## src/common/nocPkg.sv

```systemverilog
package nocPkg;

  // Router inputs, one queue each
  localparam int numPorts = 5;

  // Width of the length field in a header flit
  localparam int lengthWidth = 12;

  // Input index, also used to tag the source of an output flit
  typedef enum logic [2:0]
  {
    portL = 3'd0,
    portN = 3'd1,
    portE = 3'd2,
    portW = 3'd3,
    portS = 3'd4
  } portIndex;

  // Flit id field, a header is 1
  typedef enum logic [2:0]
  {
    flitIdle = 3'd0,
    flitHead = 3'd1,
    flitBody = 3'd2,
    flitTail = 3'd3
  } flitKind;

  // One-hot arbiter state, bit 0 is idle and bit i+1 grants input i
  typedef enum logic [5:0]
  {
    stIdle   = 6'b000001,
    stGrantL = 6'b000010,
    stGrantN = 6'b000100,
    stGrantE = 6'b001000,
    stGrantW = 6'b010000,
    stGrantS = 6'b100000
  } arbState;

endpackage

```

## src/common/flitIf.sv

```systemverilog
`timescale 1ns/1ps

// Head of one input queue, seen by the arbiter and the output mux
interface flitIf #(
  parameter int flitWidth = 16
);

  logic [flitWidth-1:0]             data;
  nocPkg::flitKind                  kind;
  logic [nocPkg::lengthWidth-1:0]   length;
  logic                             valid;
  // One-cycle pulse that removes the head
  logic                             pop;

  modport queue (output data, output kind, output length, output valid, input pop);

  modport arbiter (input kind, input length, input valid, output pop);

  modport mux (input data, input kind);

endinterface

```

## src/rtl/holdTimer.sv

```systemverilog
`timescale 1ns/1ps

module holdTimer (
  input  logic                           clk,
  input  logic                           rst,
  input  nocPkg::flitKind                headKind,
  input  logic [nocPkg::lengthWidth-1:0] headLength,
  input  logic                           run,
  output logic                           timesUp
);

  logic [nocPkg::lengthWidth-1:0] budget;
  logic [nocPkg::lengthWidth-1:0] count;

  always_ff @(posedge clk)
  begin
    if (rst)
    begin
      budget <= '0;
      count  <= '0;
    end
    else
    begin
      // A header at the queue head sets the budget for its grant
      if (headKind == nocPkg::flitHead)
      begin
        budget <= headLength;
      end
      if (run)
      begin
        count <= count + 1'b1;
      end
      else
      begin
        count <= '0;
      end
    end
  end

  assign timesUp = (count == budget);

endmodule

```

## src/arbiter/outputArbiter.sv

```systemverilog
`timescale 1ns/1ps

module outputArbiter (
  input  logic            clk,
  input  logic            rst,
  flitIf.arbiter          heads [nocPkg::numPorts],
  output nocPkg::arbState grant
);

  nocPkg::arbState               state;
  nocPkg::arbState               nextState;
  logic [nocPkg::numPorts-1:0]   valid;
  logic [nocPkg::numPorts-1:0]   timesUp;
  logic [nocPkg::numPorts-1:0]   popVec;
  logic                          granted;
  int                            curIdx;

  // First requesting input in circular order beginning at first
  function automatic nocPkg::arbState pickFrom(
    input int                          first,
    input logic [nocPkg::numPorts-1:0] req
  );
    int              idx;
    nocPkg::arbState pick;
    pick = nocPkg::stIdle;
    // Walk backwards so the earliest requester in order is kept
    for (int k = nocPkg::numPorts - 1; k >= 0; k--)
    begin
      idx = (first + k) % nocPkg::numPorts;
      if (req[idx])
      begin
        pick = nocPkg::arbState'(6'b000010 << idx);
      end
    end
    return pick;
  endfunction

  for (genvar i = 0; i < nocPkg::numPorts; i++)
  begin : genPort
    assign valid[i]     = heads[i].valid;
    assign heads[i].pop = popVec[i];

    // Timer runs in exactly the cycles that pop this input
    holdTimer timer (
      .clk       (clk),
      .rst       (rst),
      .headKind  (heads[i].kind),
      .headLength(heads[i].length),
      .run       (popVec[i]),
      .timesUp   (timesUp[i])
    );
  end

  always_ff @(posedge clk)
  begin
    if (rst)
    begin
      state <= nocPkg::stIdle;
    end
    else
    begin
      state <= nextState;
    end
  end

  // Which input the current state serves
  always_comb
  begin
    granted = 1'b1;
    curIdx  = 0;
    case (state)
      nocPkg::stGrantL:
      begin
        curIdx = 0;
      end
      nocPkg::stGrantN:
      begin
        curIdx = 1;
      end
      nocPkg::stGrantE:
      begin
        curIdx = 2;
      end
      nocPkg::stGrantW:
      begin
        curIdx = 3;
      end
      nocPkg::stGrantS:
      begin
        curIdx = 4;
      end
      default:
      begin
        granted = 1'b0;
      end
    endcase
  end

  always_comb
  begin
    popVec = '0;
    if (!granted)
    begin
      // Fixed priority L, N, E, W, S out of idle
      nextState = pickFrom(0, valid);
    end
    else if (valid[curIdx] && !timesUp[curIdx])
    begin
      popVec[curIdx] = 1'b1;
      nextState      = state;
    end
    else
    begin
      // Rotate, the current input comes last
      nextState = pickFrom(curIdx + 1, valid);
    end
  end

  assign grant = state;

endmodule

```

## src/rtl/flitQueue.sv

```systemverilog
`timescale 1ns/1ps

module flitQueue #(
  parameter int flitWidth  = 16,
  parameter int queueDepth = 4
) (
  input  logic                           clk,
  input  logic                           rst,
  input  logic [flitWidth-1:0]           wrData,
  input  nocPkg::flitKind                wrKind,
  input  logic [nocPkg::lengthWidth-1:0] wrLength,
  input  logic                           wrValid,
  output logic                           full,
  flitIf.queue                           head
);

  localparam int ptrWidth = $clog2(queueDepth);

  logic [flitWidth-1:0]           dataMem   [queueDepth];
  nocPkg::flitKind                kindMem   [queueDepth];
  logic [nocPkg::lengthWidth-1:0] lengthMem [queueDepth];

  logic [ptrWidth-1:0] wrPtr;
  logic [ptrWidth-1:0] rdPtr;
  logic [ptrWidth:0]   count;
  logic                doWrite;
  logic                doPop;

  assign full    = (count == queueDepth[ptrWidth:0]);
  assign doWrite = wrValid && !full;
  assign doPop   = head.pop && head.valid;

  always_ff @(posedge clk)
  begin
    if (doWrite)
    begin
      dataMem[wrPtr]   <= wrData;
      kindMem[wrPtr]   <= wrKind;
      lengthMem[wrPtr] <= wrLength;
    end
  end

  // Pointers wrap naturally since the depth is a power of two
  always_ff @(posedge clk)
  begin
    if (rst)
    begin
      wrPtr <= '0;
      rdPtr <= '0;
      count <= '0;
    end
    else
    begin
      if (doWrite)
      begin
        wrPtr <= wrPtr + 1'b1;
      end
      if (doPop)
      begin
        rdPtr <= rdPtr + 1'b1;
      end
      count <= count + doWrite - doPop;
    end
  end

  assign head.data   = dataMem[rdPtr];
  assign head.kind   = kindMem[rdPtr];
  assign head.length = lengthMem[rdPtr];
  assign head.valid  = (count != '0);

endmodule

```

## src/rtl/outputMux.sv

```systemverilog
`timescale 1ns/1ps

module outputMux #(
  parameter int flitWidth = 16
) (
  input  logic                        clk,
  input  logic                        rst,
  flitIf.mux                          heads [nocPkg::numPorts],
  input  nocPkg::arbState             grant,
  input  logic [nocPkg::numPorts-1:0] popped,
  output logic [flitWidth-1:0]        outData,
  output nocPkg::flitKind             outKind,
  output nocPkg::portIndex            outSource,
  output logic                        outValid
);

  logic [flitWidth-1:0] headData [nocPkg::numPorts];
  nocPkg::flitKind      headKind [nocPkg::numPorts];
  nocPkg::portIndex     source;

  for (genvar i = 0; i < nocPkg::numPorts; i++)
  begin : genHead
    assign headData[i] = heads[i].data;
    assign headKind[i] = heads[i].kind;
  end

  // One-hot grant to input index
  always_comb
  begin
    case (grant)
      nocPkg::stGrantN: source = nocPkg::portN;
      nocPkg::stGrantE: source = nocPkg::portE;
      nocPkg::stGrantW: source = nocPkg::portW;
      nocPkg::stGrantS: source = nocPkg::portS;
      default:          source = nocPkg::portL;
    endcase
  end

  always_ff @(posedge clk)
  begin
    if (rst)
    begin
      outValid <= 1'b0;
    end
    else
    begin
      outValid <= |popped;
    end
  end

  always_ff @(posedge clk)
  begin
    if (|popped)
    begin
      outData   <= headData[source];
      outKind   <= headKind[source];
      outSource <= source;
    end
  end

endmodule

```

## src/rtl/routerOutputPort.sv

```systemverilog
`timescale 1ns/1ps

module routerOutputPort #(
  parameter int flitWidth  = 16,
  parameter int queueDepth = 4
) (
  input  logic                                                 clk,
  input  logic                                                 rst,
  input  logic [nocPkg::numPorts-1:0][flitWidth-1:0]           inData,
  input  nocPkg::flitKind [nocPkg::numPorts-1:0]               inKind,
  input  logic [nocPkg::numPorts-1:0][nocPkg::lengthWidth-1:0] inLength,
  input  logic [nocPkg::numPorts-1:0]                          inValid,
  output logic [nocPkg::numPorts-1:0]                          inFull,
  output logic [flitWidth-1:0]                                 outData,
  output nocPkg::flitKind                                      outKind,
  output nocPkg::portIndex                                     outSource,
  output logic                                                 outValid
);

  flitIf #(.flitWidth(flitWidth)) heads [nocPkg::numPorts] ();

  nocPkg::arbState             grant;
  logic [nocPkg::numPorts-1:0] popped;

  // One queue per input, in portIndex order
  for (genvar i = 0; i < nocPkg::numPorts; i++)
  begin : genQueue
    flitQueue #(
      .flitWidth (flitWidth),
      .queueDepth(queueDepth)
    ) queue (
      .clk     (clk),
      .rst     (rst),
      .wrData  (inData[i]),
      .wrKind  (inKind[i]),
      .wrLength(inLength[i]),
      .wrValid (inValid[i]),
      .full    (inFull[i]),
      .head    (heads[i])
    );

    assign popped[i] = heads[i].pop;
  end

  outputArbiter arbiter (
    .clk  (clk),
    .rst  (rst),
    .heads(heads),
    .grant(grant)
  );

  outputMux #(
    .flitWidth(flitWidth)
  ) mux (
    .clk      (clk),
    .rst      (rst),
    .heads    (heads),
    .grant    (grant),
    .popped   (popped),
    .outData  (outData),
    .outKind  (outKind),
    .outSource(outSource),
    .outValid (outValid)
  );

endmodule

```

## config.mk

```make
export PLATFORM = sky130hd
export DESIGN_NAME = routerOutputPort
export DESIGN_NICKNAME = d
export VERILOG_FILES = /design/src/common/nocPkg.sv /design/src/common/flitIf.sv /design/src/rtl/holdTimer.sv /design/src/arbiter/outputArbiter.sv /design/src/rtl/flitQueue.sv /design/src/rtl/outputMux.sv /design/src/rtl/routerOutputPort.sv
export SDC_FILE = /design/constraint.sdc
export NUM_CORES = 1
export LEC_CHECK = 0
export BUFFER_PORTS_ARGS = -buffer_cell sky130_fd_sc_hd__clkbuf_2
export CORE_MARGIN = 10
export CORE_UTILIZATION = 50
export CTS_CLUSTER_SIZE = 40
export DETAILED_ROUTE_END_ITERATION = 16
export GPL_ROUTABILITY_DRIVEN = 0
export PLACE_DENSITY_LB_ADDON = 0.1
export SLEW_MARGIN = 20
export SYNTH_ARGS = -nofsm -noshare
export SYNTH_HDL_FRONTEND = slang
export SYNTH_SLANG_ARGS = --single-unit
```

## constraint.sdc

```tcl
create_clock -name clk -period 7.8 [get_ports clk]
set_clock_uncertainty 0.05 [all_clocks]
set_input_delay 1.17 -clock clk [delete_from_list [all_inputs] [get_ports clk]]
set_output_delay 1.17 -clock clk [all_outputs]
set_load 0.05 [all_outputs]
```

==> reports/metrics.csv, run 1 <==
stage,metric,value,unit
worst_hold_path,hp-class,reg -> reg,
floorplanning,fp.dieH,282,um
final_layout,syn2layout_area_growth,14.5,%
synthesis,async_flop_share,0,%
power_and_ir_drop,power_density,315,nW/um^2
clocking,path_clk_slew,60,ps
synthesis,syn-cell-area,34300,um^2
floorplanning,num_io_pins,190,
power_and_ir_drop,pwr-share-seq,43.8,%
grt,grt_pass1_vias,19723,
synthesis,yosys-top-cells-area,"edfxtp_1 (56%), mux4_2 (10%), dfxtp_1 (10%)",
sta,slew_headroom,19.7,%
setup_path,ff2ff_setup_slack,810,ps
synthesis,avgSynthCellArea,15.6,um^2
sta,finalCriticalPeriod,6990,ps
clocking,clk_latency,650,ps
synthesis,ys.flop_type,edfxtp_1,
grt,grt_usage,20.4,%
sta,finalHoldViolations,0,
synthesis,synth_edf_count,642,
sta,min_period_over_period,89.7,%
power_and_ir_drop,ir_worst_vdd,0.000228,V
power_and_ir_drop,power.total,12.4,mW
sta,final.setup.worst_slack,806,ps
grt,antenna_found_initial,16,
route,routed-via-count,19505,
clocking,cts_setup_buffers,0,
route,drt_iter0_markers,1542,
route,drcViolationCount,0,
clocking,hold_buffers,0,
floorplanning,die_w,282,um
route,routedWlPerCell,24.0,um
setup_path,cp.arrival,7470,ps
sta,fmax,143,MHz
clocking,ctsResizeCount,0,
route,ant_nets,0,
placement,port_buffers,189,
setup_path,critPathLaunchType,flop,
setup_path,worstPathMaxFanout,23,
sta,holdWs,438,ps
power_and_ir_drop,power_frac_comb,22.2,%
power_and_ir_drop,p_sw,3.65,mW
setup_path,critPathBufInv,4,
clocking,cts_buffer_depth,3,
synthesis,synth_seq_cells,814,
grt,grt_start_max_net_pins,64,
route,vias_per_cell,5.80,
synthesis,synth_top_area_share,56.2,%
power_and_ir_drop,pwr-share-clk,34.0,%
synthesis,synth_cell_types,96,
floorplanning,initial_core_util,50.7,%
clocking,root_buffer,clkbuf_16,
setup_path,path_class,reg -> reg,
route,routed_wl,80700,um
synthesis,netlist.top_cell.by_area,edfxtp_1,
floorplanning,die_area,79500,um^2
final_layout,fillers,5218,
final_layout,fin_nets,2647,
setup_path,crit_slowest_cell,or4_4,
sta,rsz0062_at_grt,no,
route,first_pass_iters,6,
placement,place_hpwl,55400,um
grt,grt-ovfl-total,0,
setup_path,crit_family,simple AND/OR/NAND/NOR gates,
final_layout,fin_cells,3361,
power_and_ir_drop,p_int,8.72,mW
synthesis,ys.warnings.count,0,
worst_hold_path,min_path_cells,1,
outcome,status,completed,
run,drv_cap,0,
placement,post-place-ws,962,ps
power_and_ir_drop,swShare,29.5,%
clocking,htreeDepth,3,
setup_path,endpoint_kind,flop,
setup_path,max_stage_delay,590,ps
setup_path,worstPathRequired,8280,ps
final_layout,drive_above_1_share,23.2,%
sta,setup_viol,0,
synthesis,synth_seq_area_share,66.2,%
setup_path,worst-path-stages,25,
placement,dp_cells,3198,
clocking,cts-buffers-inserted,86,
sta,setup-tns-final,0,ps
floorplanning,coreArea,67600,um^2
clocking,clock_sinks,814,
grt,grt_pass1_wl,122000,um
power_and_ir_drop,power.static_leakage,13.4,nW
sta,final_max_slew_viol_count,0,
floorplanning,rows,95,
setup_path,reg2regPathDepth,25,
sta,worst_slew_pin_slew,1200,ps
synthesis,netlist_instances,2194,
clocking,cts_tree,built,
## cell usage in the layout, fill, tap and decap left out, types with 6 or more instances in the layout
cell	synthesis	routed
clkinv_1	0	10
ha_1	67	67
nand3_1	43	42
and3_1	29	29
xnor2_1	93	93
o211ai_1	7	7
a31oi_1	7	7
clkbuf_1	80	20
nor4_1	14	14
a211oi_1	11	11
buf_4	6	46
mux2i_1	75	75
o22ai_1	7	7
clkinv_2	0	11
o31ai_1	9	9
or3_1	7	7
nor3_1	27	26
edfxtp_1	642	642
clkbuf_2	1	188
nand2_1	89	89
o21ai_1	7	7
a21oi_1	59	59
mux4_2	159	159
o21a_1	7	7
bufinv_16	0	12
inv_1	57	57
nor2_1	199	199
conb_1	2	8
and2_1	29	29
nor2b_1	15	15
a221oi_1	17	17
clkbuf_16	0	87
a22oi_1	9	9
xor2_1	52	52
dfxtp_1	172	171
nor3b_2	1	6
nor3b_1	12	7
nand4_1	19	19
o21ai_0	29	29
## routing by layer
| metal | up-vias | GRT usage, % | routed length [um] |
|---|---|---|---|
| li1 | 8883 | - | - |
| met1 | 9809 | 27.2 | 34400 |
| met2 | 630 | 32.4 | 38000 |
| met3 | 157 | 5.34 | 6140 |
| met4 | 26 | 6.05 | 2020 |
| met5 | - | 0 | 162 |
## synth_stat cells, drive strengths merged, types with 8 or more instances
cell type and instances:
edfxtp 642, nor2 200, dfxtp 172, mux4 159, xnor2 93, nand2 89, clkbuf 81, mux2i 75
ha 67, a21oi 61, inv 57, xor2 53, nand3 46, o21ai 38, nor3 30, and2 29
and3 29, buf 28, nand4 19, a221oi 17, nor4 16, nor2b 15, nor3b 14, a211oi 12
o211ai 11, a22oi 10, o31ai 9, o22ai 8, or3 8
## stage by stage
step | utilization [%] | cell area, um^2
floorplan | - | 34300
CTS | 58.0 | 39300
global route | 58.1 | 39300
detailed placement | 53.7 | 36300
global placement | 53.7 | 36300
finish | 58.1 | 39300
## power by group through the flow
stage                     clock network (mW)  logic [mW]  registers, mW
final                                   4.21        2.74           5.42
after detailed placement                   0        2.71           5.51
after global routing                    4.46        2.94           5.47
after floorplan                            0        1.79           5.52
after CTS                               4.30        2.72           5.43
after global placement                     0        2.67           5.49
## cell families after synthesis
family	Yosys count	synth area share (%)
other cells	2	0.0219
flops	814	66.2
simple gates	524	7.67
buf+inv	166	1.91
compound gates	234	5.00
fa+ha+maj	72	2.74
xor+xnor	146	3.75
mux	236	12.7
## worst register-to-register path, stage by stage (launching register included)
cell and delay [ps]:
dfxtp_1 420, or4_4 590, nor3b_2 190, buf_4 290, nor2_1 160, inv_1 100
ha_1 370, o21ai_2 160, nand2_1 280, inv_1 200, xnor2_1 290, ha_1 240
or3b_2 520, a22oi_2 310, xnor2_1 320, ha_1 310, nor3b_1 210, o221ai_1 140
o2111ai_1 150, and3_1 250, or2_2 180, mux2i_1 300, inv_1 70, a311oi_1 390
nor4_1 90, o31a_1 310
## worst paths after layout
kind,from,endpoint
min,arbiter.genPort[4].timer.count[0]$_SDFF_PP0_,arbiter.genPort[4].timer.count[0]$_SDFF_PP0_
min reg2reg,arbiter.genPort[4].timer.count[0]$_SDFF_PP0_,arbiter.genPort[4].timer.count[0]$_SDFF_PP0_
max reg2reg,arbiter.grant[1]$_SDFFE_PP0P_,arbiter.grant[4]$_SDFFE_PP0P_
max,arbiter.grant[1]$_SDFFE_PP0P_,arbiter.grant[4]$_SDFFE_PP0P_
## layout make-up
cell class	instances	area (um^2)	share of cell area, %
diodes	3	7.51	0.0191
clock inverters	48	636	1.62
clock buffers	112	2320	5.91
repair buffers	234	1290	3.28
multi-input cells	1220	11000	28.0
inverters	57	214	0.545
flip-flops and latches	814	22700	57.9
well taps	873	1090	2.78
## registers in the layout (all words and copies together) (netlist names), named ones only
| name | cells |
|---|---|
| genQueue.queue.count | 15 |
| genQueue.queue.lengthMem | 240 |
| genQueue.queue.wrPtr | 10 |
| mux.outKind | 3 |
| arbiter.grant | 6 |
| mux.outValid | 1 |
| genQueue.queue.dataMem | 320 |
| mux.outSource | 3 |
| genQueue.queue.kindMem | 60 |
| genQueue.queue.rdPtr | 10 |
| mux.outData | 16 |
| arbiter.genPort.timer.budget | 60 |
| arbiter.genPort.timer.count | 60 |
Note: power is estimated with default switching activity, not from simulation.
==> run 2, diff against run 1 <==
--- a/config.mk
+++ b/config.mk
@@ -8,6 +8,7 @@
 export BUFFER_PORTS_ARGS = -buffer_cell sky130_fd_sc_hd__clkbuf_2
 export CORE_MARGIN = 10
 export CORE_UTILIZATION = 50
+export CTS_BUF_LIST = sky130_fd_sc_hd__clkbuf_8 sky130_fd_sc_hd__clkbuf_16
 export CTS_CLUSTER_SIZE = 40
 export DETAILED_ROUTE_END_ITERATION = 16
 export GPL_ROUTABILITY_DRIVEN = 0
==> run 2 against run 1 <==
  * Largest cell class unchanged
  * Sequential power is essentially flat
  * Non-clock buffer count is the same
  * Highest routed layer unchanged
  * Critical path type unchanged
  * Sequential cell count is the same
==> reports/metrics.csv, run 2 (synthesis results as in run 1) <==
stage,metric,value,unit,change
final_layout,fin_nets,2647,,unchanged
setup_path,ff2ff_setup_slack,840,ps,+30 ps
grt,grt_start_max_net_pins,64,,unchanged
final_layout,drive_above_1_share,23.2,%,unchanged
final_layout,final-seq-area,22700,um^2,unchanged
setup_path,reg2regPathDepth,25,,unchanged
placement,place_hpwl,55400,um,unchanged
grt,grt_usage,20.4,%,unchanged
worst_hold_path,hp-class,reg -> reg,,
setup_path,cp-endpoint,arbiter.grant[5]$_SDFFE_PP0P_,,
final_layout,postLayoutCellArea,39300,um^2,unchanged
final_layout,fin_cells,3361,,unchanged
route,routed-via-count,19481,,-0.12%
grt,grt-ovfl-total,0,,unchanged
clocking,cts-buffers-inserted,86,,unchanged
grt,antenna_found_initial,16,,unchanged
floorplanning,initial_core_util,50.7,%,unchanged
setup_path,rr_endpoint,arbiter.grant[5]$_SDFFE_PP0P_,,
clocking,ctsResizeCount,0,,unchanged
sta,rsz0062_at_grt,no,,
grt,grt_pass1_wl,122000,um,unchanged
route,drt_iter0_markers,1564,,+1.4%
placement,port_buffers,189,,unchanged
floorplanning,die_area,79500,um^2,unchanged
route,routedWlPerCell,24.0,um,about the same
final_layout,multiInputGateArea,11000,um^2,unchanged
floorplanning,fp.dieH,282,um,unchanged
setup_path,crit_top_cell,ha_1,,
setup_path,cp.arrival,7490,ps,+20 ps
clocking,htreeDepth,3,,unchanged
clocking,cts_setup_buffers,0,,unchanged
setup_path,crit_slowest_cell,or4_4,,
setup_path,worstPathMaxFanout,23,,unchanged
setup_path,endpoint_kind,flop,,
route,routed_wl,80700,um,about the same
setup_path,max_stage_delay,590,ps,about the same
setup_path,critPathLaunchType,flop,,
route,ant_nets,0,,unchanged
setup_path,r2r_start,arbiter.grant[1]$_SDFFE_PP0P_,,
clocking,root_buffer,clkbuf_16,,
floorplanning,die_w,282,um,unchanged
run,drv_cap,0,,unchanged
final_layout,largest_register_ffs,320,,unchanged
power_and_ir_drop,power.total,12.3,mW,-0.20%
setup_path,worst-path-stages,25,,unchanged
final_layout,final_common_cell,edfxtp_1,,
floorplanning,num_io_pins,190,,unchanged
route,first_pass_iters,5,,-1
floorplanning,coreArea,67600,um^2,unchanged
setup_path,worstPathRequired,8330,ps,+50 ps
route,drcViolationCount,0,,unchanged
power_and_ir_drop,power_density,314,nW/um^2,-0.20%
final_layout,syn2layout_area_growth,14.5,%,unchanged
power_and_ir_drop,ir_worst_vdd,0.000228,V,about the same
placement,dp_cells,3198,,unchanged
final_layout,layout_common_cells,"edfxtp_1 (642), nor2_1 (199), clkbuf_2 (188)",,
floorplanning,rows,95,,unchanged
placement,post_dp_cell_area,36300,um^2,unchanged
setup_path,path_class,reg -> reg,,
clocking,path_clk_slew,60,ps,about the same
grt,grt_pass1_vias,19722,,-0.0051%
final_layout,largest_register,genQueue.queue.dataMem,,
clocking,clk_latency,650,ps,about the same
route,vias_per_cell,5.80,,-0.12%
setup_path,critPathBufInv,3,,-1
setup_path,cp-startpoint,arbiter.grant[1]$_SDFFE_PP0P_,,
sta,setup-tns-final,0,ps,unchanged
sta,min_period_over_period,89.2,%,-0.44 points
sta,finalCriticalPeriod,6960,ps,-34.6 ps
sta,setup_viol,0,,unchanged
clocking,hold_buffers,0,,unchanged
power_and_ir_drop,power.static_leakage,13.5,nW,+0.62%
sta,slew_headroom,19.3,%,-0.43 points
outcome,status,completed,,
final_layout,fillers,5218,,unchanged
clocking,cts_tree,built,,
setup_path,crit_family,simple AND/OR/NAND/NOR gates,,
clocking,clock_sinks,814,,unchanged
sta,fmax,144,MHz,+0.50%
clocking,cts_buffer_depth,3,,unchanged
sta,finalHoldViolations,0,,unchanged
final_layout,reg_top3,"genQueue.queue.dataMem x320, genQueue.queue.lengthMem x240",,
sta,final_max_slew_viol_count,0,,unchanged
sta,worst_slew_pin_slew,1210,ps,+6.50 ps
==> run 2: cell count changes in the layout (fill, tap and decap cells not counted), sizes merged <==
cell / delta
clkbuf: -20
inv: +20
==> run 2: layout make-up <==
cell class,count,share of cell area [%]
flip-flops and latches,814,57.9
clock buffers,92,5.72
multi-input cells,1220,28.0
diodes,3,0.0191
inverters,57,0.545
clock inverters,68,1.81
well taps,873,2.78
repair buffers,234,3.28
==> run 2: stage by stage <==
stage,setup slack [ps],hold slack (ps),utilization [%]
2_1_floorplan,1530,398,-
3_3_place_gp,1280,420,53.7
5_1_grt,294,486,58.1
6_report,840,438,58.1
3_5_place_dp,962,423,53.7
4_1_cts,920,437,58.0
==> run 2: layer usage <==
metal | up-vias | global-route usage [%] | part of all wire, %
li1 | 8879 | - | -
met1 | 9788 | 27.2 | 42
met2 | 628 | 32.4 | 47
met3 | 160 | 5.34 | 7.7
met4 | 26 | 6.05 | 2.5
met5 | - | 0 | 0.20
==> run 2: how the worst min path moves through the flow <==
stage                                                       from                                           end  slack (ps)  cells past startpoint
detailed placement  arbiter.genPort[4].timer.count[0]$_SDFF_PP0_  arbiter.genPort[4].timer.count[0]$_SDFF_PP0_         420                      1
finish              arbiter.genPort[4].timer.count[0]$_SDFF_PP0_  arbiter.genPort[4].timer.count[0]$_SDFF_PP0_         440                      1
global placement    arbiter.genPort[4].timer.count[0]$_SDFF_PP0_  arbiter.genPort[4].timer.count[0]$_SDFF_PP0_         420                      1
global route        arbiter.genPort[0].timer.count[0]$_SDFF_PP0_  arbiter.genPort[0].timer.count[0]$_SDFF_PP0_         490                      1
CTS                 arbiter.genPort[4].timer.count[0]$_SDFF_PP0_  arbiter.genPort[4].timer.count[0]$_SDFF_PP0_         440                      1
floorplan           arbiter.genPort[3].timer.count[0]$_SDFF_PP0_  arbiter.genPort[3].timer.count[0]$_SDFF_PP0_         400                      1
==> run 2: power by group <==
group          total [mW]  internal, mW  leakage (nW)  switching, mW
Combinational        2.75         0.986          4.71           1.76
Clock                4.18          2.50          1.51           1.68
Sequential           5.42          5.22          7.28          0.203
